===== config.mk =====
export PLATFORM = sky130hd
export DESIGN_NAME = audio_mixer
export DESIGN_NICKNAME = d
export VERILOG_FILES = /design/src/design/audio_sample_pkg.sv /design/src/design/audio_dac.sv /design/src/design/audio_mixer.sv
export VERILOG_INCLUDE_DIRS = /design/src /design/src/design
export SDC_FILE = /design/constraint.sdc
export NUM_CORES = 1
export LEC_CHECK = 0
export ABC_AREA = 1
export BUFFER_PORTS_ARGS = -buffer_cell sky130_fd_sc_hd__buf_2
export CORE_UTILIZATION = 50
export DETAILED_ROUTE_END_ITERATION = 8
export PLACE_DENSITY = 0.69
export SYNTH_ARGS = -nofsm -noshare
export SYNTH_HDL_FRONTEND = slang
export SYNTH_SLANG_ARGS = --single-unit

===== constraint.sdc =====
create_clock -name clk -period 9.4 [get_ports clk]
set_clock_uncertainty 0.1 [all_clocks]
set_input_delay 0.94 -clock clk [delete_from_list [all_inputs] [get_ports clk]]
set_output_delay 0.94 -clock clk [all_outputs]
set_load 0.03 [all_outputs]

===== src/design/audio_defines.svh =====
/*
 * audio block build constants
 *   channel count and channel index width
 *   sample-memory address width, DAC width, APB address width
 *   APB register offsets and the sample-memory region
 */
`ifndef AUDIO_DEFINES_SVH
`define AUDIO_DEFINES_SVH

`define AUDIO_NCHAN         4               // playback channels
`define AUDIO_CHAN_W        2               // channel index width
`define AUDIO_VRAM_W        10              // sample memory word address width
`define AUDIO_DAC_W         8               // sigma-delta input width
`define AUDIO_APB_AW        12              // APB byte address width

// register map, byte addresses
`define AUDIO_REG_CTRL      12'h000         // [3:0] enable, [7:4] restart
`define AUDIO_REG_STATUS    12'h004         // sticky reload bits, read clears
`define AUDIO_REG_CHAN      12'h040         // 16-byte block per channel
`define AUDIO_MEM_BASE      12'h800         // bit 11 set selects sample memory

`endif


===== src/design/audio_sample_pkg.sv =====
/*
 * sample data types for the audio block
 *   byte and word sample types, signed product type
 *   sample memory address type
 *   fetch and mix phase enums
 */
`include "audio_defines.svh"

package audio_sample_pkg;

    typedef logic [7:0]                 byte_t;     // one unsigned sample
    typedef logic signed [7:0]          sbyte_t;    // one signed sample
    typedef logic [15:0]                word_t;     // two samples, high byte first
    typedef logic signed [15:0]         sword_t;    // product or accumulator
    typedef logic [`AUDIO_VRAM_W-1:0]   addr_t;     // sample memory word address

    typedef enum logic {
        FETCH_DMA  = 1'b0,                          // pick channel, raise request
        FETCH_READ = 1'b1                           // wait for ack
    } fetch_phase_e;

    typedef enum logic {
        MIX_MULT  = 1'b0,                           // latch operands
        MIX_ACCUM = 1'b1                            // add product
    } mix_phase_e;

endpackage


===== src/design/audio_dac.sv =====
/*
 * first-order sigma-delta DAC
 *   one PDM bit per clock from the accumulator carry
 */
`timescale 1ns/10ps
`include "audio_defines.svh"

module audio_dac #(
    parameter int WIDTH = `AUDIO_DAC_W
) (
    input  logic                clk,
    input  logic                reset_i,
    input  logic [WIDTH-1:0]    value_i,
    output logic                pulse_o
);
    logic [WIDTH-1:0] accum;

    always_ff @(posedge clk) begin
        if (reset_i) begin
            accum   <= '0;
            pulse_o <= 1'b0;
        end else begin
            {pulse_o, accum} <= {1'b0, accum} + value_i;   // carry is the pulse
        end
    end

endmodule


===== src/design/audio_mixer.sv =====
/*
 * four-channel sample playback and mixing
 *   per-channel period and length underflow counters
 *   round-robin word fetch sequencer
 *   time-shared multiply-accumulate, left and right DACs
 */
`timescale 1ns/10ps
`include "audio_defines.svh"

module audio_mixer (
    input  logic                                clk,
    input  logic                                reset_i,
    input  logic [`AUDIO_NCHAN-1:0]             chan_enable_i,
    input  logic [`AUDIO_NCHAN-1:0]             chan_restart_i,
    input  logic [6*`AUDIO_NCHAN-1:0]           chan_vol_l_i,
    input  logic [6*`AUDIO_NCHAN-1:0]           chan_vol_r_i,
    input  logic [15*`AUDIO_NCHAN-1:0]          chan_period_i,
    input  logic [`AUDIO_VRAM_W*`AUDIO_NCHAN-1:0] chan_start_i,
    input  logic [15*`AUDIO_NCHAN-1:0]          chan_len_i,
    output logic [`AUDIO_NCHAN-1:0]             chan_reload_o,
    output logic                                fetch_req_o,
    output audio_sample_pkg::addr_t             fetch_addr_o,
    input  logic                                fetch_ack_i,
    input  audio_sample_pkg::word_t             fetch_word_i,
    output logic                                pdm_l_o,
    output logic                                pdm_r_o
);
    import audio_sample_pkg::*;

    logic [15:0]                period_cnt [`AUDIO_NCHAN];  // bit 15 is underflow
    logic [15:0]                length_cnt [`AUDIO_NCHAN];  // bit 15 is underflow
    addr_t                      chan_addr [`AUDIO_NCHAN];   // next word to fetch
    word_t                      chan_buf [`AUDIO_NCHAN];
    sbyte_t                     chan_val [`AUDIO_NCHAN];    // sample being played
    sbyte_t                     chan_val2 [`AUDIO_NCHAN];   // low byte waiting
    logic [`AUDIO_NCHAN-1:0]    chan_2nd;
    logic [`AUDIO_NCHAN-1:0]    chan_buf_ok;
    logic [`AUDIO_NCHAN-1:0]    chan_fetch;
    logic [`AUDIO_NCHAN-1:0]    chan_output;

    logic [`AUDIO_CHAN_W-1:0]   fetch_chan;
    fetch_phase_e               fetch_phase;
    logic [`AUDIO_CHAN_W-1:0]   mix_chan;
    mix_phase_e                 mix_phase;

    sbyte_t                     mix_val;
    sbyte_t                     vol_l_tmp;
    sbyte_t                     vol_r_tmp;
    sword_t                     mult_l;
    sword_t                     mult_r;
    sword_t                     accum_l;
    sword_t                     accum_r;
    logic [`AUDIO_DAC_W-1:0]    level_l;
    logic [`AUDIO_DAC_W-1:0]    level_r;

    always_comb begin
        for (int i = 0; i < `AUDIO_NCHAN; i++) begin
            chan_output[i] = period_cnt[i][15] && chan_enable_i[i];
        end
    end

    always_ff @(posedge clk) begin
        if (reset_i) begin
            chan_reload_o <= '0;
            chan_2nd      <= '0;
            chan_buf_ok   <= '0;
            chan_fetch    <= '0;
            fetch_req_o   <= 1'b0;
            fetch_chan    <= '0;
            fetch_phase   <= FETCH_DMA;
            for (int i = 0; i < `AUDIO_NCHAN; i++) begin
                period_cnt[i] <= 16'h8000;
                length_cnt[i] <= 16'h8000;
                chan_val[i]   <= '0;
                chan_val2[i]  <= '0;
            end
        end else begin
            for (int i = 0; i < `AUDIO_NCHAN; i++) begin
                chan_reload_o[i] <= 1'b0;
                period_cnt[i]    <= period_cnt[i] - 16'd1;
                if (chan_output[i]) begin
                    period_cnt[i] <= {1'b0, chan_period_i[15*i +: 15]} - 16'd1;
                    if (chan_2nd[i]) begin
                        chan_val[i]   <= chan_val2[i];
                        chan_2nd[i]   <= 1'b0;
                        chan_fetch[i] <= 1'b1;
                        if (length_cnt[i][15] || length_cnt[i] == 16'd0) begin
                            chan_addr[i]     <= chan_start_i[`AUDIO_VRAM_W*i +: `AUDIO_VRAM_W];
                            length_cnt[i]    <= {1'b0, chan_len_i[15*i +: 15]};
                            chan_reload_o[i] <= 1'b1;
                        end else begin
                            chan_addr[i]  <= chan_addr[i] + 1'b1;
                            length_cnt[i] <= length_cnt[i] - 16'd1;
                        end
                    end else if (chan_buf_ok[i]) begin
                        chan_val[i]    <= chan_buf[i][15:8];
                        chan_val2[i]   <= chan_buf[i][7:0];
                        chan_buf_ok[i] <= 1'b0;
                        chan_2nd[i]    <= 1'b1;
                    end                                 // late fetch keeps last sample
                end
                if (chan_restart_i[i] || !chan_enable_i[i]) begin
                    length_cnt[i][15] <= 1'b1;          // reload on next output
                    period_cnt[i][15] <= 1'b1;
                    chan_2nd[i]       <= 1'b1;
                    chan_buf_ok[i]    <= 1'b0;
                end
                if (!chan_enable_i[i]) begin
                    chan_val[i]  <= '0;                 // silent
                    chan_val2[i] <= '0;
                end
            end

            case (fetch_phase)
                FETCH_DMA: begin
                    fetch_req_o  <= chan_fetch[fetch_chan] && !chan_buf_ok[fetch_chan];
                    fetch_addr_o <= chan_addr[fetch_chan];
                    fetch_phase  <= FETCH_READ;
                end
                default: begin
                    if (!fetch_req_o) begin
                        fetch_chan  <= fetch_chan + 1'b1;
                        fetch_phase <= FETCH_DMA;
                    end else if (fetch_ack_i) begin
                        fetch_req_o             <= 1'b0;
                        chan_fetch[fetch_chan]  <= 1'b0;
                        chan_buf[fetch_chan]    <= fetch_word_i;
                        chan_buf_ok[fetch_chan] <= 1'b1;
                        fetch_chan              <= fetch_chan + 1'b1;
                        fetch_phase             <= FETCH_DMA;
                    end
                end
            endcase
        end
    end

    assign mult_l = mix_val * vol_l_tmp;
    assign mult_r = mix_val * vol_r_tmp;

    always_ff @(posedge clk) begin
        if (reset_i) begin
            mix_chan  <= '0;
            mix_phase <= MIX_MULT;
            mix_val   <= '0;
            vol_l_tmp <= '0;
            vol_r_tmp <= '0;
            accum_l   <= '0;
            accum_r   <= '0;
            level_l   <= 8'h80;                         // mid scale
            level_r   <= 8'h80;
        end else begin
            case (mix_phase)
                MIX_MULT: begin
                    if (mix_chan == '0) begin
                        level_l <= {~accum_l[15], accum_l[12:6]};   // offset binary
                        level_r <= {~accum_r[15], accum_r[12:6]};
                        accum_l <= '0;
                        accum_r <= '0;
                    end
                    mix_val   <= chan_val[mix_chan];
                    vol_l_tmp <= {1'b0, chan_vol_l_i[mix_chan*6 +: 6], 1'b0};  // 2 x volume
                    vol_r_tmp <= {1'b0, chan_vol_r_i[mix_chan*6 +: 6], 1'b0};
                    mix_phase <= MIX_ACCUM;
                end
                default: begin
                    accum_l   <= accum_l + mult_l;
                    accum_r   <= accum_r + mult_r;
                    mix_chan  <= mix_chan + 1'b1;
                    mix_phase <= MIX_MULT;
                end
            endcase
        end
    end

    audio_dac #(.WIDTH(`AUDIO_DAC_W)) dac_l (
        .clk     (clk),
        .reset_i (reset_i),
        .value_i (level_l),
        .pulse_o (pdm_l_o)
    );

    audio_dac #(.WIDTH(`AUDIO_DAC_W)) dac_r (
        .clk     (clk),
        .reset_i (reset_i),
        .value_i (level_r),
        .pulse_o (pdm_r_o)
    );

endmodule


== Yosys cells after proc, flatten, opt, wreduce, memory -nomap -nowiden ==
Memory sizes are Yosys's and may differ from the RTL's. A register that Yosys moved wholly into a read port is not among the register bits.
Cells that the tools add are included.
Storage, ports and cells
  register bits: 101
  RAM bits: 296
  output and inout port bits: 17
  word-level logic and storage cells: 373
  memories kept: 6
Memories
  chan_buf: words 4, width 16, read ports 4, clocked after Yosys merged registers in 0, wr ports 1, RTL line audio_mixer.sv:33  | word_t chan_buf [`AUDIO_NCHAN];
  length_cnt: words 4, width 16, read ports 4, clocked after Yosys merged registers in 0, wr ports 4, RTL line audio_mixer.sv:31  | logic [15:0] length_cnt [`AUDIO_NCHAN];
  period_cnt: words 4, width 16, read ports 4, clocked after Yosys merged registers in 0, wr ports 4, RTL line audio_mixer.sv:30  | logic [15:0] period_cnt [`AUDIO_NCHAN];
  chan_addr: words 4, width 10, read ports 5, clocked after Yosys merged registers in 1, wr ports 4, RTL line audio_mixer.sv:32  | addr_t chan_addr [`AUDIO_NCHAN];
  chan_val: words 4, width 8, read ports 1, clocked after Yosys merged registers in 1, wr ports 4, RTL line audio_mixer.sv:34  | sbyte_t chan_val [`AUDIO_NCHAN];
  chan_val2: words 4, width 8, read ports 4, clocked after Yosys merged registers in 0, wr ports 4, RTL line audio_mixer.sv:35  | sbyte_t chan_val2 [`AUDIO_NCHAN];
Cells by class
  add/subtract/negate cells: 22
  multiply operators: 3
  order comparisons: 2
  equal/unequal tests: 1
  shift operators: 2
  multiplexer cells: 226
  bitwise gates (word level): 56
  reduce and logical (&&, ||, !) cells: 33
Operators with widths (count)
  16-bit two-way mux: 19
  1-bit two-way mux: 172
  8-bit two-way mux: 20
  16-bit by 1-bit subtractor with 16-bit output, second input constant: 8
  16-bit zero test: 4
  15-bit by 1-bit subtractor with 16-bit output, second input constant: 4
  1-bit bitwise OR: 48
  24-bit by 6-bit variable part select with 6-bit output: 2
  10-bit by 1-bit adder with 10-bit output, second input constant: 4
  10-bit two-way mux: 4
  16-bit adder: 2
  8-bit by 7-bit multiplier with 15-bit output: 2
  4-bit two-way mux: 6
  8-bit by 8-bit adder with 9-bit output: 2
  2-bit nonzero test: 5
  1-bit logical OR: 8
  1-bit logical AND: 6
  1-bit zero test: 6
  2-bit AND reduction: 3
  1-bit inverter: 5
  2-bit by 1-bit adder with 2-bit output, second input constant: 2
  4-bit AND: 1
  1-bit binary-select mux with 2-bit select: 2
  2-bit by 2-bit multiplier with 4-bit output, second input constant: 1
  8 further kinds: 9

== Longest topological paths before layout ==
An unclocked memory read counts as a cell.
  depth after elaboration: 11
  mapped depth: 30

== By module ==
Synthesis repeated with hierarchy kept, for this count alone.
Unflattened totals
  cells, all modules: 3268
  area total of the unflattened synthesis: 26442.9 um^2
By module, submodules not included
  audio_mixer: times used 1, cells an instance 3100, area each 25279.2 um^2, seq. area each 10810.4 um^2
  audio_dac: times used 2, cells an instance 84, area each 581.8 um^2, seq. area each 180.2 um^2

== Worst setup path after synthesis ==
Ideal clock, no wire load.
  path type: reg-to-reg
  start: register mix_val[7] (read register of chan_val)
  end: register accum_r[15]
  setup time: 0.132 ns
  arrival time: 4.954 ns
  setup slack: 4.214 ns
  cell stages (with the launch flop): 27
  buffers on the path: 1
  period minus slack after synthesis: 5.186 ns
  path through: dfxtp_1 -> clkbuf_1 -> nand2_1 -> fa_1 -> inv_1 -> fa_1 -> fa_1 -> inv_1 -> fa_1 -> inv_1 -> ha_1 -> nand2_1 -> nor3_1 -> a21oi_1 -> o21ai_0 -> xnor2_1 -> inv_1 -> ha_1 -> nand2_1 -> nor2_1 -> nand4_1 -> inv_1 -> nand2_1 -> nand2_1 -> nand3_1 -> nand3_1 -> a21oi_1
Between the ends
  word-level cells in the longest chain between the ends: 3
RTL lines
  start: declaration: RTL line audio_mixer.sv:46  | sbyte_t mix_val;
  8-bit by 7-bit multiplier with 15-bit output: RTL line audio_mixer.sv:138  | assign mult_r = mix_val * vol_r_tmp;
  16-bit adder: RTL line audio_mixer.sv:167  | accum_r <= accum_r + mult_r;
  16-bit two-way mux: RTL line audio_mixer.sv:152  | case (mix_phase)
  end signal: assignment: RTL line audio_mixer.sv:167
  end: declaration: RTL line audio_mixer.sv:52  | sword_t accum_r;
No other way between the ends.
A chain may end at the register's enable or synchronous reset.

== Worst setup path after layout ==
  start: register mix_val[7] (read register of chan_val)
  end: register accum_l[11]
Between the ends
  word-level cells in the longest chain between the ends: 3
RTL lines
  8-bit by 7-bit multiplier with 15-bit output: RTL line audio_mixer.sv:137  | assign mult_l = mix_val * vol_l_tmp;
  16-bit adder: RTL line audio_mixer.sv:166  | accum_l <= accum_l + mult_l;
  16-bit two-way mux: RTL line audio_mixer.sv:152
  end signal: assignment: RTL line audio_mixer.sv:166
  end: declaration: RTL line audio_mixer.sv:51  | sword_t accum_l;
No other way between the ends.

==> run metrics <==
antenna-violating nets left 0; IO buf count 251; Synth Area in Simple Gates 0.201; crit-path cells nand2_1 -> fa_1 -> inv_1 -> fa_1 -> fa_1 -> inv_1 -> fa_1 -> inv_1 -> ha_1 -> nand2_1 -> o21ai_0 -> xor2_1 -> ha_1 -> a21oi_1 -> o21ai_0 -> a21oi_1 -> nand2_1 -> or2_2 -> nand3_1 -> a21oi_1; CP endpoint kind register; final worst path period share 0.595; CP delay by family, top adder cells; crit-path max FO 15; Die Wd 230 um; Vias/cell 5.08; r2r setup slk 3.81 ns; first-pass GRT wire length 99600 um; worst reg2reg path depth 20; CTS Buffer Depth 3; core footprint 0.0514 sq mm; largest net degree at the start of global routing 63; crit path kind register to register; CP bufs+invs 3; Resize count post-CTS 0; setup bufs post-CTS 0; Reg power frac 0.452; RR Startpoint mix_val[7]$_SDFFE_PP0N_; Async S/R FF share, synth 0; post-synthesis mux area share 0.000767; clock slew at reported path FFs 0.06 ns; clock power share 0.359; die span in y 230 um; NetSw 1.43 mW; combinational share of power 0.189; Post-Syn Area per Cell 8.11 sq um; largest family of logic cells by synthesized area simple AND/OR/NAND/NOR gates; top cell type's share of synthesized area 0.334; All-Layer GR Usage 0.231; Final setup violation count 0; total grt overflow 0; placed inst area 0.0281 sq mm; top cells by area, synth edfxtp_1, dfxtp_1, nand2_1; slowest stage delay, CP 0.66 ns; reg2reg end accum_l[11]$_SDFFE_PP0P_; Slew @ Worst Pin 1.21 ns; Top FF cell, synth edfxtp_1; CTS tree built; share of cells above drive strength 1 0.112; count of cell types in the netlist 52; Root Buffer clkbuf_16; DR WL/cell 14.6 um; power per cell area 162 mW/mm^2; unrepaired setup endpoints after global routing no; Vias 21300; starting DRC count in detailed routing 1291; Hold Vio Cnt, Final 0; Min-Delay Path Class register to register; DR pass1 iterations 8; minimum clock period after layout 5.59 ns; initial core utilization 0.508; RePlAce Congestion 0.895; worst hold slack 0.373 ns; # IOs 252; Slowest-stage cell, CP dfxtp_1; Die ar. 0.0531 sq mm; most frequent cells in the layout nand2_1, inv_1, nor2_1; Worst Path Arrival 5.92 ns; Detailed Route WL 61100 um; Leak 14.0 nW; synthesized flop and latch total 413; post-synthesis sequential area ratio 0.428; DR DRC count 0; xor/xnor cell area share of the yosys netlist 0.0413; Synth area leader edfxtp_1; max-slew violations 0; row cnt 83; DP HPWL 45300 um; Int Pwr 3.35 mW; most common cell after layout, fill and taps aside nand2_1; Worst path depth 20; CTS buffer count 46; Post-Synthesis Cells 3216; worst hold start accum_l[14]$_SDFFE_PP0P_; area grow syn2layout 12.9%; Most common cell on crit path fa_1; fill count 4829; hold bufs inserted after CTS 0; Synth Area in Compound Gates 0.122; fmax 0.179 GHz; hold-critical path depth 2; VDD IR max 0.133 mV; adder-cell area share of the yosys netlist 0.115; Sink Count 413; Skew-Pair Late Insertion Delay 0.60 ns; initial antenna violation count 4; Max-Cap Viols 0; H-Tree Level Count 2; sw frac 0.300; Cell Area, Synth 0.0261 sq mm; status completed; Worst Hold Endpoint accum_l[14]$_SDFFE_PP0P_; post-layout instance area 0.0295 sq mm; Slew HR 0.195; YS warnings 0; layout net count 3907; vias in the first global route 20200; Critical Path RT 9.73 ns; setup_tns 0 ns; Worst Setup Start Kind register; number of synthesized flops with an enable pin 290
## synth_stat cells, types with 2 or more instances
cell	instances
nand2_1	641
inv_1	519
nor2_1	364
edfxtp_1	290
o21ai_0	276
a21oi_1	210
nand3_1	141
dfxtp_1	123
ha_1	122
xor2_1	83
clkbuf_1	82
fa_1	74
xnor2_1	40
nor3_1	36
o22ai_1	32
nand4_1	21
o21ai_1	18
or2_2	17
nor2_2	16
o21ai_2	12
a22o_1	9
nand2_2	9
buf_2	7
a31oi_1	6
nand3b_1	6
buf_6	5
nor4_1	5
o21a_1	5
a21o_1	4
buf_4	4
clkinv_1	4
a221oi_1	3
nor3b_1	3
o21bai_1	3
o311ai_0	3
a31o_2	2
buf_1	2
mux2i_1	2
nor2_4	2
o2111ai_1	2
o31ai_1	2
## worst max-delay path by stage
stage / from / slack [ns] / to
6_report: mix_val[7]$_SDFFE_PP0N_ / 3.81 / accum_l[11]$_SDFFE_PP0P_
3_3_place_gp: mix_val[7]$_SDFFE_PP0N_ / 3.92 / accum_r[15]$_SDFFE_PP0P_
5_1_grt: mix_val[7]$_SDFFE_PP0N_ / 3.37 / accum_r[15]$_SDFFE_PP0P_
3_5_place_dp: mix_val[7]$_SDFFE_PP0N_ / 3.81 / accum_r[15]$_SDFFE_PP0P_
4_1_cts: mix_val[7]$_SDFFE_PP0N_ / 3.80 / accum_r[15]$_SDFFE_PP0P_
2_1_floorplan: mix_val[7]$_SDFFE_PP0N_ / 4.21 / accum_r[15]$_SDFFE_PP0P_
## worst register-to-register path, delay by kind of cell (launching register included)
kind,cells,cell delay (ns)
fa+ha+maj,6,2.65
compound gates,5,0.86
simple gates,5,0.79
flops,1,0.66
xor+xnor,1,0.22
buf+inv,3,0.14
## area by class of cell
class | count | area [sq um] | share of cell area
Clock inverter | 23 | 199 | 0.00675
Inverter | 524 | 1970 | 0.0667
Clock buffer | 60 | 1210 | 0.0412
Timing Repair Buffer | 265 | 1360 | 0.0463
Tap cell | 680 | 851 | 0.0289
Sequential cell | 413 | 11200 | 0.379
Multi-Input combinational cell | 2226 | 12700 | 0.431
Antenna cell | 1 | 2.50 | 0.0000849
## per-stage QoR
| stage | worst slack (ns) | utilization | total power [mW] | std cells |
|---|---|---|---|---|
| CTS | 3.80 | 0.573 | 4.82 | 4191 |
| floorplan | 4.21 | - | 2.84 | 3263 |
| finish | 3.81 | 0.573 | 4.78 | 4192 |
| global placement | 3.92 | 0.546 | 3.08 | 4108 |
| global route | 3.37 | 0.573 | 5.04 | 4191 |
| detailed placement | 3.81 | 0.546 | 3.10 | 4108 |
## cells by family (layout without fill, tap and decap cells)
| kind of cell | after synthesis | in the layout |
|---|---|---|
| AOI/OAI and AO/OA | 591 | 591 |
| xor gates and xnor gates | 123 | 123 |
| adders and majority gates | 196 | 196 |
| buffers and inverters | 624 | 872 |
| DFF | 413 | 413 |
| muxes | 2 | 2 |
| other | 1 | 49 |
| and+or+nand+nor | 1266 | 1266 |
## layer usage
metal	global-route usage	wire, um	up-vias
met5	0	34	-
met4	0.0735	1590	6
met3	0.0310	2920	105
met2	0.407	30200	488
met1	0.293	26400	9768
li1	-	-	10900
## power by group through the flow
stage / clock network (mW) / logic, mW / registers [mW]
floorplan: 0 / 0.683 / 2.16
global placement: 0 / 0.889 / 2.20
detailed placement: 0 / 0.902 / 2.20
CTS: 1.75 / 0.908 / 2.16
global route: 1.82 / 1.04 / 2.17
finish: 1.71 / 0.904 / 2.16
## state kept, by name, summed over array words and instances (netlist names), 4 cells and up
signal,flops
vol_r_tmp,6
chan_addr,40
chan_val,32
dac_r.accum,8
chan_fetch,4
accum_r,15
chan_buf,64
chan_reload_o,4
mix_val,8
accum_l,15
level_r,8
period_cnt,64
dac_l.accum,8
chan_2nd,4
vol_l_tmp,6
fetch_addr_o,10
chan_buf_ok,4
length_cnt,64
level_l,8
chan_val2,32
No activity file was read; power rests on OpenSTA's default activity.
