`config.mk`:
```
export PLATFORM = sky130hd
export DESIGN_NAME = audio_regs
export DESIGN_NICKNAME = d
export VERILOG_FILES = /design/src/design/audio_regmap_pkg.sv /design/src/design/audio_sample_pkg.sv /design/src/design/audio_regs.sv
export VERILOG_INCLUDE_DIRS = /design/src /design/src/design
export SDC_FILE = /design/constraint.sdc
export NUM_CORES = 1
export LEC_CHECK = 0
export ABC_AREA = 1
export BUFFER_PORTS_ARGS = -buffer_cell sky130_fd_sc_hd__buf_2
export CAP_MARGIN = 10
export CELL_PAD_IN_SITES_DETAIL_PLACEMENT = 1
export CELL_PAD_IN_SITES_GLOBAL_PLACEMENT = 2
export CORE_MARGIN = 1.5
export CORE_UTILIZATION = 31
export CTS_CLUSTER_SIZE = 8
export DETAILED_ROUTE_END_ITERATION = 8
export GPL_TIMING_DRIVEN = 1
export MAX_ROUTING_LAYER = met4
export PLACE_DENSITY = 0.79
export SLEW_MARGIN = 15
export SYNTH_ARGS = -nofsm -noshare
export SYNTH_HDL_FRONTEND = slang
export SYNTH_SLANG_ARGS = --single-unit
```
`constraint.sdc`:
```
create_clock -name clk -period 2.65 [get_ports clk]
set_input_delay 0.1325 -clock clk [delete_from_list [all_inputs] [get_ports clk]]
set_output_delay 0.1325 -clock clk [all_outputs]
set_load 0.005 [all_outputs]
```
`src/design/audio_defines.svh`:
```
/*
 * audio block build constants
 *   channel count and channel index width
 *   sample-memory address width, DAC width, APB address width
 *   APB register offsets and the sample-memory region
 */
`ifndef AUDIO_DEFINES_SVH
`define AUDIO_DEFINES_SVH

`define AUDIO_NCHAN         4               // playback channels
`define AUDIO_CHAN_W        2               // channel index width
`define AUDIO_VRAM_W        10              // sample memory word address width
`define AUDIO_DAC_W         8               // sigma-delta input width
`define AUDIO_APB_AW        12              // APB byte address width

// register map, byte addresses
`define AUDIO_REG_CTRL      12'h000         // [3:0] enable, [7:4] restart
`define AUDIO_REG_STATUS    12'h004         // sticky reload bits, read clears
`define AUDIO_REG_CHAN      12'h040         // 16-byte block per channel
`define AUDIO_MEM_BASE      12'h800         // bit 11 set selects sample memory

`endif

```
`src/design/audio_regmap_pkg.sv`:
```
/*
 * register map types for the audio block
 *   register select within a channel block
 *   per-channel field types
 */
package audio_regmap_pkg;

    // selected by address bits 3:2 inside a channel block
    typedef enum logic [1:0] {
        REG_VOL    = 2'd0,                          // [13:8] left, [5:0] right
        REG_PERIOD = 2'd1,
        REG_START  = 2'd2,
        REG_LEN    = 2'd3
    } reg_sel_e;

    typedef logic [5:0]     vol_t;                  // channel volume
    typedef logic [14:0]    period_t;               // cycles per sample minus one
    typedef logic [14:0]    len_t;                  // words per buffer minus one

endpackage

```
`src/design/audio_sample_pkg.sv`:
```
/*
 * sample data types for the audio block
 *   byte and word sample types, signed product type
 *   sample memory address type
 *   fetch and mix phase enums
 */
`include "audio_defines.svh"

package audio_sample_pkg;

    typedef logic [7:0]                 byte_t;     // one unsigned sample
    typedef logic signed [7:0]          sbyte_t;    // one signed sample
    typedef logic [15:0]                word_t;     // two samples, high byte first
    typedef logic signed [15:0]         sword_t;    // product or accumulator
    typedef logic [`AUDIO_VRAM_W-1:0]   addr_t;     // sample memory word address

    typedef enum logic {
        FETCH_DMA  = 1'b0,                          // pick channel, raise request
        FETCH_READ = 1'b1                           // wait for ack
    } fetch_phase_e;

    typedef enum logic {
        MIX_MULT  = 1'b0,                           // latch operands
        MIX_ACCUM = 1'b1                            // add product
    } mix_phase_e;

endpackage

```
`src/design/audio_regs.sv`:
```
/*
 * APB register slave for the audio block
 *   channel volume, period, start and length registers
 *   enable bits and restart strobes from CTRL
 *   read-to-clear reload status, sample memory write port
 */
`timescale 1ns/10ps
`include "audio_defines.svh"

module audio_regs (
    input  logic                                clk,
    input  logic                                reset_i,
    input  logic [`AUDIO_APB_AW-1:0]            paddr_i,
    input  logic                                psel_i,
    input  logic                                penable_i,
    input  logic                                pwrite_i,
    input  logic [31:0]                         pwdata_i,
    output logic [31:0]                         prdata_o,
    output logic                                pready_o,
    output logic                                pslverr_o,
    output logic [`AUDIO_NCHAN-1:0]             chan_enable_o,
    output logic [`AUDIO_NCHAN-1:0]             chan_restart_o,
    output logic [6*`AUDIO_NCHAN-1:0]           chan_vol_l_o,
    output logic [6*`AUDIO_NCHAN-1:0]           chan_vol_r_o,
    output logic [15*`AUDIO_NCHAN-1:0]          chan_period_o,
    output logic [`AUDIO_VRAM_W*`AUDIO_NCHAN-1:0] chan_start_o,
    output logic [15*`AUDIO_NCHAN-1:0]          chan_len_o,
    input  logic [`AUDIO_NCHAN-1:0]             chan_reload_i,
    output logic                                mem_we_o,
    output audio_sample_pkg::addr_t             mem_waddr_o,
    output audio_sample_pkg::word_t             mem_wdata_o
);
    import audio_sample_pkg::*;
    import audio_regmap_pkg::*;

    vol_t                       vol_l [`AUDIO_NCHAN];
    vol_t                       vol_r [`AUDIO_NCHAN];
    period_t                    period [`AUDIO_NCHAN];
    addr_t                      start [`AUDIO_NCHAN];
    len_t                       len [`AUDIO_NCHAN];
    logic [`AUDIO_NCHAN-1:0]    status;             // sticky reload bits

    logic                       wr;
    logic                       rd;
    logic                       is_mem;
    logic                       is_ctrl;
    logic                       is_status;
    logic                       is_chan;
    logic [`AUDIO_CHAN_W-1:0]   chan_idx;
    reg_sel_e                   reg_sel;

    assign wr        = psel_i && penable_i && pwrite_i;     // ACCESS phase only
    assign rd        = psel_i && penable_i && !pwrite_i;
    assign is_mem    = (paddr_i & `AUDIO_MEM_BASE) != '0;
    assign is_ctrl   = paddr_i == `AUDIO_REG_CTRL;
    assign is_status = paddr_i == `AUDIO_REG_STATUS;
    assign is_chan   = {paddr_i[11:6], 6'd0} == `AUDIO_REG_CHAN;
    assign chan_idx  = paddr_i[4 +: `AUDIO_CHAN_W];
    assign reg_sel   = reg_sel_e'(paddr_i[3:2]);

    assign pready_o  = 1'b1;                        // no wait states
    assign pslverr_o = psel_i && penable_i &&
                       ((is_mem && !pwrite_i) || !(is_mem || is_ctrl || is_status || is_chan));

    assign mem_we_o    = wr && is_mem;
    assign mem_waddr_o = paddr_i[10:1];             // 16-bit words
    assign mem_wdata_o = pwdata_i[15:0];

    always_comb begin
        prdata_o = '0;
        if (is_ctrl) begin
            prdata_o[`AUDIO_NCHAN-1:0] = chan_enable_o;     // restart bits read as 0
        end else if (is_status) begin
            prdata_o[`AUDIO_NCHAN-1:0] = status;
        end else if (is_chan) begin
            case (reg_sel)
                REG_VOL: begin
                    prdata_o[13:8] = vol_l[chan_idx];
                    prdata_o[5:0]  = vol_r[chan_idx];
                end
                REG_PERIOD: prdata_o[14:0] = period[chan_idx];
                REG_START:  prdata_o[`AUDIO_VRAM_W-1:0] = start[chan_idx];
                default:    prdata_o[14:0] = len[chan_idx];
            endcase
        end
    end

    always_ff @(posedge clk) begin
        if (reset_i) begin
            chan_enable_o  <= '0;
            chan_restart_o <= '0;
            status         <= '0;
            for (int i = 0; i < `AUDIO_NCHAN; i++) begin
                vol_l[i]  <= '0;
                vol_r[i]  <= '0;
                period[i] <= '0;
                start[i]  <= '0;
                len[i]    <= '0;
            end
        end else begin
            chan_restart_o <= '0;
            // a strobe arriving with the clearing read is kept
            status <= ((rd && is_status) ? '0 : status) | chan_reload_i;
            if (wr && is_ctrl) begin
                chan_enable_o  <= pwdata_i[`AUDIO_NCHAN-1:0];
                chan_restart_o <= pwdata_i[4 +: `AUDIO_NCHAN];
            end
            if (wr && is_chan) begin
                case (reg_sel)
                    REG_VOL: begin
                        vol_l[chan_idx] <= pwdata_i[13:8];
                        vol_r[chan_idx] <= pwdata_i[5:0];
                    end
                    REG_PERIOD: period[chan_idx] <= pwdata_i[14:0];
                    REG_START:  start[chan_idx]  <= pwdata_i[`AUDIO_VRAM_W-1:0];
                    default:    len[chan_idx]    <= pwdata_i[14:0];
                endcase
            end
        end
    end

    // flatten for the mixer
    always_comb begin
        for (int i = 0; i < `AUDIO_NCHAN; i++) begin
            chan_vol_l_o[6*i +: 6]                        = vol_l[i];
            chan_vol_r_o[6*i +: 6]                        = vol_r[i];
            chan_period_o[15*i +: 15]                     = period[i];
            chan_start_o[`AUDIO_VRAM_W*i +: `AUDIO_VRAM_W] = start[i];
            chan_len_o[15*i +: 15]                        = len[i];
        end
    end

endmodule

```
# Yosys cells after proc, flatten, opt, wreduce, memory -nomap -nowiden
# Memories as Yosys holds them, arrays and structs flattened.
# Cells that the tools add are included.
classes:
  n_bitwise: 2
  muxes: 44
  n_eq_ne: 4
  n_reduce_logical: 25
ops:
  columns: ["cell", "n"]
  rows:
  - ["$mux 15", 3]
  - ["$reduce_or 15->1", 2]
  - ["$mux 1", 23]
  - ["$mux 11", 2]
  - ["$pmux 6 s3", 1]
  - ["$eq 12x3->1 const B", 1]
  - ["$logic_not 12->1", 1]
  - ["$mux 4", 3]
  - ["$mux 6", 2]
  - ["$pmux 2 s3", 2]
  - ["$pmux 4 s3", 1]
  - ["$reduce_or 6->1", 2]
  - ["$mux 10", 1]
  - ["$mux 2", 5]
  - ["$reduce_or 10->1", 1]
  - ["$logic_and 1x1->1", 9]
  - ["$eq 6x1->1 const B", 1]
  - ["$logic_or 1x1->1", 4]
  - ["$or 4x4->4", 1]
  - ["$reduce_or 2->1", 2]
  - ["$reduce_or 3->1", 1]
  - ["$eq 2x1->1 const B", 1]
  - ["$eq 2x2->1 const B", 1]
  - ["$logic_not 1->1", 2]
  - ["3 further kinds", 3]
totals:
  ram_bits: 208
  in_bits: 53
  out_inout_bits: 277
  word_cells: 83
  regBits: 12
  memories: 5
memory_table:
  columns: ["memory", "depth", "word_bits", "read_ports", "rd_clocked_by_memory_dff", "wr", "line_no", "source"]
  rows:
  - ["len", 4, 15, 5, 0, 4, "audio_regs.sv:40", "len_t len [`AUDIO_NCHAN];"]
  - ["period", 4, 15, 5, 0, 4, "audio_regs.sv:38", "period_t period [`AUDIO_NCHAN];"]
  - ["start", 4, 10, 5, 0, 4, "audio_regs.sv:39", "addr_t start [`AUDIO_NCHAN];"]
  - ["vol_l", 4, 6, 5, 0, 4, "audio_regs.sv:36", "vol_t vol_l [`AUDIO_NCHAN];"]
  - ["vol_r", 4, 6, 5, 0, 4, "audio_regs.sv:37", "vol_t vol_r [`AUDIO_NCHAN];"]

# Longest topological paths before layout
# Gate-level depths: netlist of run 1.
depth:
  word_depth: 8
  ltp_mapped: 10
  ltp_nobuf: 9

# Least setup slack after synthesis of run 1
# No wires, ideal clock.
synth_path:
  path_kind: "input to register"
  start: "input paddr_i[5]"
  end: "memory len[2][0] (netlist name), enable pin"
  t_required_ns: 2.242
  path_slack_ns: 0.253
  path_stages: 7
  path_buffers: 3
  setup_time_ns: 0.408
  arrival_time_ns: 1.989
  cell_sequence: "buf_4 -> inv_4 -> nor2_4 -> inv_2 -> buf_2 -> buf_6 -> o21ai_0"
synth_lines:
  columns: ["item", "line_no", "source"]
  rows:
  - ["start: declaration", "audio_regs.sv:13", "input logic [`AUDIO_APB_AW-1:0] paddr_i,"]
  - ["end: declaration", "audio_regs.sv:40", null]

# Final worst setup path of run 1
layout_path:
  start: "input paddr_i[4]"
  end: "output prdata_o[11]"
layout_via:
  elab_chain_cells: 5
  word_cells_on_any_way: 9
  classes_between: "1 x eq/ne; 4 x mux; 1 x reduce/logical; 3 x memory"
layout_rtl:
  columns: ["item", "line_no", "source"]
  rows:
  - ["$mem_v2 4x15, or another cell as far along", null, null]
  - ["$pmux 4 s3", "audio_regs.sv:76", "case (reg_sel)"]
  - ["$mux 15", "audio_regs.sv:75", "end else if (is_chan) begin"]
  - ["$mux 11", "audio_regs.sv:73", "end else if (is_status) begin"]
  - ["$mux 11 *", "audio_regs.sv:71", "if (is_ctrl) begin"]
  - ["end: declaration", "audio_regs.sv:18", "output logic [31:0] prdata_o,"]
# Every way passes the cells marked *; elsewhere a longest branch is shown, timed or not.

==> results of run 1 <==
## per-stage QoR
| step | hold slack, ns | total power, W |
|---|---|---|
| final | 0.00858 | 0.00853 |
| after global placement | 0.265 | 0.00505 |
| after floorplan | 0.245 | 0.00453 |
| after CTS | 0.00549 | 0.00860 |
| after detailed placement | 0.265 | 0.00506 |
| after global routing | 0.0176 | 0.00880 |
## layer usage
metal  up-vias  global-route usage [%]  wire length [um]
met4         0                    7.17              1170
met2       387                    39.9             20700
met5         -                       -                 0
li1       4024                       -                 -
met3        64                    4.50              3350
met1      4383                    30.5             17700
## how the worst max path moves through the flow
stage / from / endpoint / cells past startpoint
2_1_floorplan: paddr_i[5] / len[2][0] / 7
3_3_place_gp: paddr_i[9] / start[3][3] / 7
3_5_place_dp: paddr_i[9] / start[3][2] / 7
4_1_cts: start[0][0] / prdata_o[0] / 8
5_1_grt: paddr_i[4] / prdata_o[11] / 10
6_report: paddr_i[4] / prdata_o[11] / 10
## worst reg2reg max path: stages, from the launching register on
cell,delay [ns]
dfxtp_1,0.35
o21ai_1,0.08
a21oi_1,0.18
## cells in the final DEF (no fill, tap or decap), drive strengths merged, types with 8 or more instances in the layout
cell	instances
dlygate4sd3	8
dfxtp	12
nand2	270
conb	18
edfxtp	208
a21oi	24
clkbuf	45
nor2	217
buf	346
inv	86
o22ai	21
o21ai	49
nand4	20
nand3	31
## registers in the layout (all words and copies together), names as in the netlist
| signal | count |
|---|---|
| period | 60 |
| len | 60 |
| vol_l | 24 |
| start | 40 |
| vol_r | 24 |
| status | 4 |
| chan_restart_o | 4 |
| chan_enable_o | 4 |
## area by class of cell
| type | count | share of cell area, % |
|---|---|---|
| flip-flops and latches | 220 | 47.9 |
| multi-input cells | 667 | 24.8 |
| repair buffers | 354 | 14.5 |
| clock buffers | 45 | 6.12 |
| well taps | 455 | 4.21 |
| inverters | 85 | 2.38 |
| clock inverters | 1 | 0.0647 |
| diodes | 1 | 0.0185 |
## where the power goes
group          leakage, nW  total, W  switching, W  internal [W]
sequential            2.07   0.00409      0.000115       0.00397
combinational         3.58  0.000903      0.000612      0.000291
clock                0.403   0.00354       0.00143       0.00211
total                 6.06   0.00853       0.00216       0.00637
## kinds of logic after synthesis
kind of cell,count (synthesis),synth area share (%)
buffers and inverters,182,9.24
AOI/OAI and AO/OA,102,5.17
and+or+nand+nor,547,25.2
other,2,0.0698
DFF,220,60.3
## what timing repair did
action / CTS / global route
hold endpoints to repair: 8 / 0
hold buffers: 8 / 0
setup endpoints to repair: 0 / 0
buffers inserted: 0 / 0
==> impl_summary.log, run 1 <==
INFO  metric gp_congestion = 0.837
INFO  metric async_flop_share = 0%
INFO  metric drt_wl_cell = 23.4 um
INFO  metric floorplan.rows = 68
INFO  metric ys_ff_latch = 220
INFO  metric synth-edff-count = roughly 210
INFO  metric path_cells = buf_2 > buf_4 > nor2_4 > inv_2 > buf_4 > o22ai_1 > o21ai_0 > nand3_1 > nor2_1 > buf_2
INFO  metric synthFlopType = edfxtp_1
INFO  metric yosys-top-cells-area = edfxtp_1 58%, nand2_1 7.7%, nor2_1 5.0%, nor2_2 3.6%, buf_4 3.3%
INFO  metric cts_max_level = 1
INFO  metric fp.dieW = 189 um
INFO  metric hold_path_class = in -> reg
INFO  metric min_path_cells = 3
INFO  metric worst_slew_margin_rel = 30.0%
INFO  metric io_buffers = 293
INFO  metric p_leak = 6.06 nW
INFO  metric reg_to_reg_start = chan_enable_o[2]
INFO  metric num-fill-cells = 3996
INFO  metric worst_path_dominant_cell_family = buffers and inverters
INFO  metric cts_clock_pin_slew_for_the_worst_setup_and_hold_paths = 0.05 ns
INFO  metric path_buf_inv = 5
INFO  metric skew = 0 ns
INFO  metric worstMarginPinSlew = 1.04 ns
INFO  metric routed_wirelength = between 40 and 50 mm
INFO  metric achievable-frequency = between 400 and 500 MHz
INFO  metric synthDistinctLibCells = 33
INFO  metric synth_area = approximately 11000 sq um
INFO  metric number_of_buffers_created_by_cts = 31
INFO  metric min_period = 2.28 ns
INFO  metric grt_antenna_before_repair = 1
INFO  metric outcome = completed
INFO  metric num-nets-final = ~1400
INFO  metric cts_buffer_depth = 3
INFO  metric grt_setup_unrepaired = false
INFO  metric syn-mean-instance-area = approximately 10 sq um
INFO  metric largest_voltage_drop_on_the_vdd_net = 0.433 mV
INFO  metric post-route-worst-setup-slack = 0.373 ns
INFO  metric largest_net_degree_at_the_start_of_global_routing = 26
INFO  metric timing.critical_path.arrival = 2.14 ns
INFO  metric clock_sink_count = 220
INFO  metric final_cell_count_no_fill = 1828
INFO  metric worstPathMaxFanout = 22
INFO  metric synthDominantAreaCellType = edfxtp_1
INFO  metric setup_tns = 0 ns
INFO  metric report.final.setup_viol = 0
INFO  metric seq_area_frac_synth = 60.3%
INFO  metric dp.cells = 1773
INFO  metric multi_input_gate_area_in_the_final_layout = approximately 3400 sq um
INFO  metric finalMaxSlewViolations = 0
INFO  metric detail_route.iter0.violations = between 500 and 600
INFO  metric core-area = 34400 sq um
INFO  metric synthesis.yosys.warnings = 0
INFO  metric root_driver = clkbuf_16
INFO  metric post-route-util = 39.4%
INFO  metric drt_pre_antenna_iters = 5
INFO  metric max_stage_delay_on_crit_path = 0.43 ns
INFO  metric clock_tree_from_tritoncts = built
INFO  metric synth_top_area_share = 58.0%
INFO  metric cpMaxStageDelayCell = inv_2
INFO  metric timing.hold.worst.start = pwdata_i[10]
INFO  metric synthCells = 1053
INFO  metric post-synth-top-count-cell = nand2_1
INFO  metric timing.critical_path.required = 2.52 ns
INFO  metric post_route_cells_drive_above_1_share = 38.6%
INFO  metric dp_worst_setup_slack = 0.300 ns
INFO  metric grt_pass1_vias = 9100
INFO  metric hpwl_dp = 31.3 mm
INFO  metric route.antenna.remaining_nets = 0
INFO  metric power.density = 630 nW/um^2
INFO  metric final_cell_area = 13500 sq um
INFO  metric route.detailed.drc = 0
INFO  metric die_height = about 190 um
INFO  metric cts_repair_resize_count = 0
INFO  metric maxcap_violations = 0
INFO  metric total_overflow_reported_by_the_global_router = 0
INFO  metric grt_use_total = 24.3%
INFO  metric regToRegEndpoint = chan_enable_o[2]
INFO  metric worstSkewPairLatency = 0.55 ns
INFO  metric via_count = 8858
INFO  metric cp_capture_type = output pin
INFO  metric r2r_cells = 2
INFO  metric global_route_wire_length_before_repair = around 61 mm
INFO  metric worstHoldEndpoint = len[3][10]
INFO  metric storage_cell_area = roughly 6500 sq um
INFO  metric fp.dieArea = around 36000 sq um
INFO  metric rrSetupSlack = 1.96 ns
INFO  metric initial_core_util = 31.3%
INFO  metric post-route-period-util = 85.9%
INFO  metric worst_setup_path_type = in -> out
INFO  metric cp-start-kind = primary input
INFO  metric placed_area = 12600 sq um
INFO  metric synth_top_cells_by_count = 222 x nand2_1, 208 x edfxtp_1, 143 x nor2_1
INFO  metric area_delta_synth_final = 25.8%
INFO  metric floorplan.io_pins = 330
INFO  metric viasPerCell = 4.85
INFO  metric finalHoldViolCount = 0
Power figures use the tool's default switching activity.
==> inputs of run 2 (changes only) <==
- PLACE_DENSITY: 0.79 -> 0.76
==> run 2 against run 1 <==
Effect of this change: clock skew stayed put; worst hold slack improved by 0.013 ns; non-clock buffer count is 10 higher; final cell count up 0.49%; critical path type is now reg -> out; highest routed layer unchanged.
==> impl_summary.log, run 2 (synthesis results as in run 1) <==
INFO  metric fp.dieArea = 35800 sq um
INFO  metric grt_setup_unrepaired = false
INFO  metric fp.dieW = ~190 um
INFO  metric area_delta_synth_final = 26.8%
INFO  metric total_overflow_reported_by_the_global_router = 0
INFO  metric via_count = 8815
INFO  metric outcome = completed
INFO  metric global_route_wire_length_before_repair = between 60 and 70 mm
INFO  metric drt_wl_cell = approximately 23 um
INFO  metric registers_with_the_highest_flip_flop_counts = len x60, period x60, start x40
INFO  metric fin_total_pwr = 0.00856 W
INFO  metric cts_clock_pin_slew_for_the_worst_setup_and_hold_paths = approximately 0.05 ns
INFO  metric clock_sink_count = 220
INFO  metric worstPathMaxFanout = 2
INFO  metric achievable-frequency = roughly 440 MHz
INFO  metric power.density = 628 nW/um^2
INFO  metric p_leak = 6.11 nW
INFO  metric io_buffers = roughly 300
INFO  metric grt_antenna_before_repair = 0
INFO  metric die_height = 189 um
INFO  metric skew = 0 ns
INFO  metric placed_area = 12700 sq um
INFO  metric dp.cells = 1780
INFO  metric final_cell_area = around 14000 sq um
INFO  metric route.antenna.remaining_nets = 0
INFO  metric post_route_cells_drive_above_1_share = 38.6%
INFO  metric core-area = 34400 sq um
INFO  metric postCtsSetupBuffers = 0
INFO  metric layout.cells.most_common = buf_2
INFO  metric worst_setup_path_type = reg -> out
INFO  metric grt_pass1_vias = around 9000
INFO  metric cp_capture_type = output pin
INFO  metric hold_path_class = in -> reg
INFO  metric cts_repair_resize_count = 0
INFO  metric min_period = 2.27 ns
INFO  metric setup_tns = 0 ns
INFO  metric cts_hold_buffers = 11
INFO  metric num-nets-final = 1422
INFO  metric final_cell_count_no_fill = 1837
INFO  metric cts_max_level = 1
INFO  metric largest_net_degree_at_the_start_of_global_routing = 30
INFO  metric worstSkewPairLatency = 0.54 ns
INFO  metric drt_pre_antenna_iters = 4
INFO  metric clock_tree_from_tritoncts = built
INFO  metric maxcap_violations = 0
INFO  metric floorplan.rows = 68
INFO  metric hpwl_dp = 31.9 mm
INFO  metric dp_worst_setup_slack = 0.348 ns
INFO  metric initial_core_util = between 30% and 40%
INFO  metric root_driver = clkbuf_16
INFO  metric finalMaxSlewViolations = 0
INFO  metric finalHoldViolCount = 0
INFO  metric timing.critical_path.arrival = 2.14 ns
INFO  metric report.final.setup_viol = 0
INFO  metric cp-start-kind = register
INFO  metric routed_wirelength = around 43 mm
INFO  metric worstMarginPinSlew = approximately 0.6 ns
INFO  metric gp_congestion = 0.809
INFO  metric viasPerCell = between 4 and 5
INFO  metric number_of_buffers_created_by_cts = 31
INFO  metric route.detailed.drc = 0
INFO  metric largest_voltage_drop_on_the_vdd_net = 0.432 mV
INFO  metric detail_route.iter0.violations = 632
INFO  metric worst_slew_margin_rel = 59.2%
INFO  metric grt_use_total = 24.3%
INFO  metric antenna-diode-count = 0
INFO  metric post-route-period-util = 85.7%
INFO  metric post-route-worst-setup-slack = 0.378 ns
INFO  metric cts_buffer_depth = 3
INFO  metric timing.critical_path.required = 2.52 ns
INFO  metric floorplan.io_pins = 330
INFO  metric mostFrequentLayoutCells = 293 x buf_2, 221 x nand2_1, 208 x edfxtp_1, 143 x nor2_1, 66 x inv_1
## run 2: cell types whose count changed in the layout (fill, tap and decap cells not counted)
| cell | previous run | this run |
|---|---|---|
| diode_2 | 1 | 0 |
| buf_12 | 2 | 5 |
| buf_4 | 51 | 55 |
| o21ai_2 | 2 | 0 |
| dlygate4sd3_1 | 8 | 11 |
| o21ai_1 | 14 | 16 |
## run 2: critical path, cell delays in order, from the launching register on
cell and delay (ns):
edfxtp_1 0.38, or2_2 0.28, nand3_1 0.07, nand3_1 0.15, nand2_1 0.15, nand3_1 0.21, nand2_1 0.15, nand3_1 0.09
buf_2 0.13
## run 2: area by class of cell
| class | count | area, sq um |
|---|---|---|
| flip-flops and latches | 220 | 6490 |
| clock buffers | 45 | 828 |
| clock inverters | 1 | 8.76 |
| multi-input cells | 667 | 3340 |
| inverters | 85 | 322 |
| repair buffers | 364 | 2090 |
| fillers | 3984 | 20700 |
| well taps | 455 | 569 |
## run 2: path summary, 6_finish.rpt
path / startpoint / to / slack [ns] / depth (start not counted)
worst max register to register: status[3] / status[3] / 1.46 / 3
worst min-delay path: reset_i / status[2] / 0.02 / 2
worst max-delay path: start[0][0] / prdata_o[0] / 0.38 / 8
worst min register to register: status[2] / status[2] / 0.50 / 2
## run 2: through the flow
stage / hold slack [ns] / util (%)
2_1_floorplan: 0.245 / -
3_3_place_gp: 0.265 / 36.9
3_5_place_dp: 0.265 / 36.9
4_1_cts: 0.00789 / 39.7
5_1_grt: 0.0307 / 39.7
6_report: 0.0212 / 39.7
## run 2: per-layer routing
| metal | track usage [%] | vias to the layer above | wire length (um) |
|---|---|---|---|
| li1 | - | 4052 | - |
| met1 | 30.4 | 4393 | 17900 |
| met2 | 40.2 | 312 | 20800 |
| met3 | 4.97 | 58 | 3170 |
| met4 | 6.23 | 0 | 1030 |
| met5 | - | - | 0 |
## run 2: report_power, final
part / leakage [nW] / internal [W] / switching [W] / total [W]
clock: 0.403 / 0.00211 / 0.00144 / 0.00355
sequential: 2.07 / 0.00397 / 0.000114 / 0.00409
combinational: 3.64 / 0.000307 / 0.000619 / 0.000927
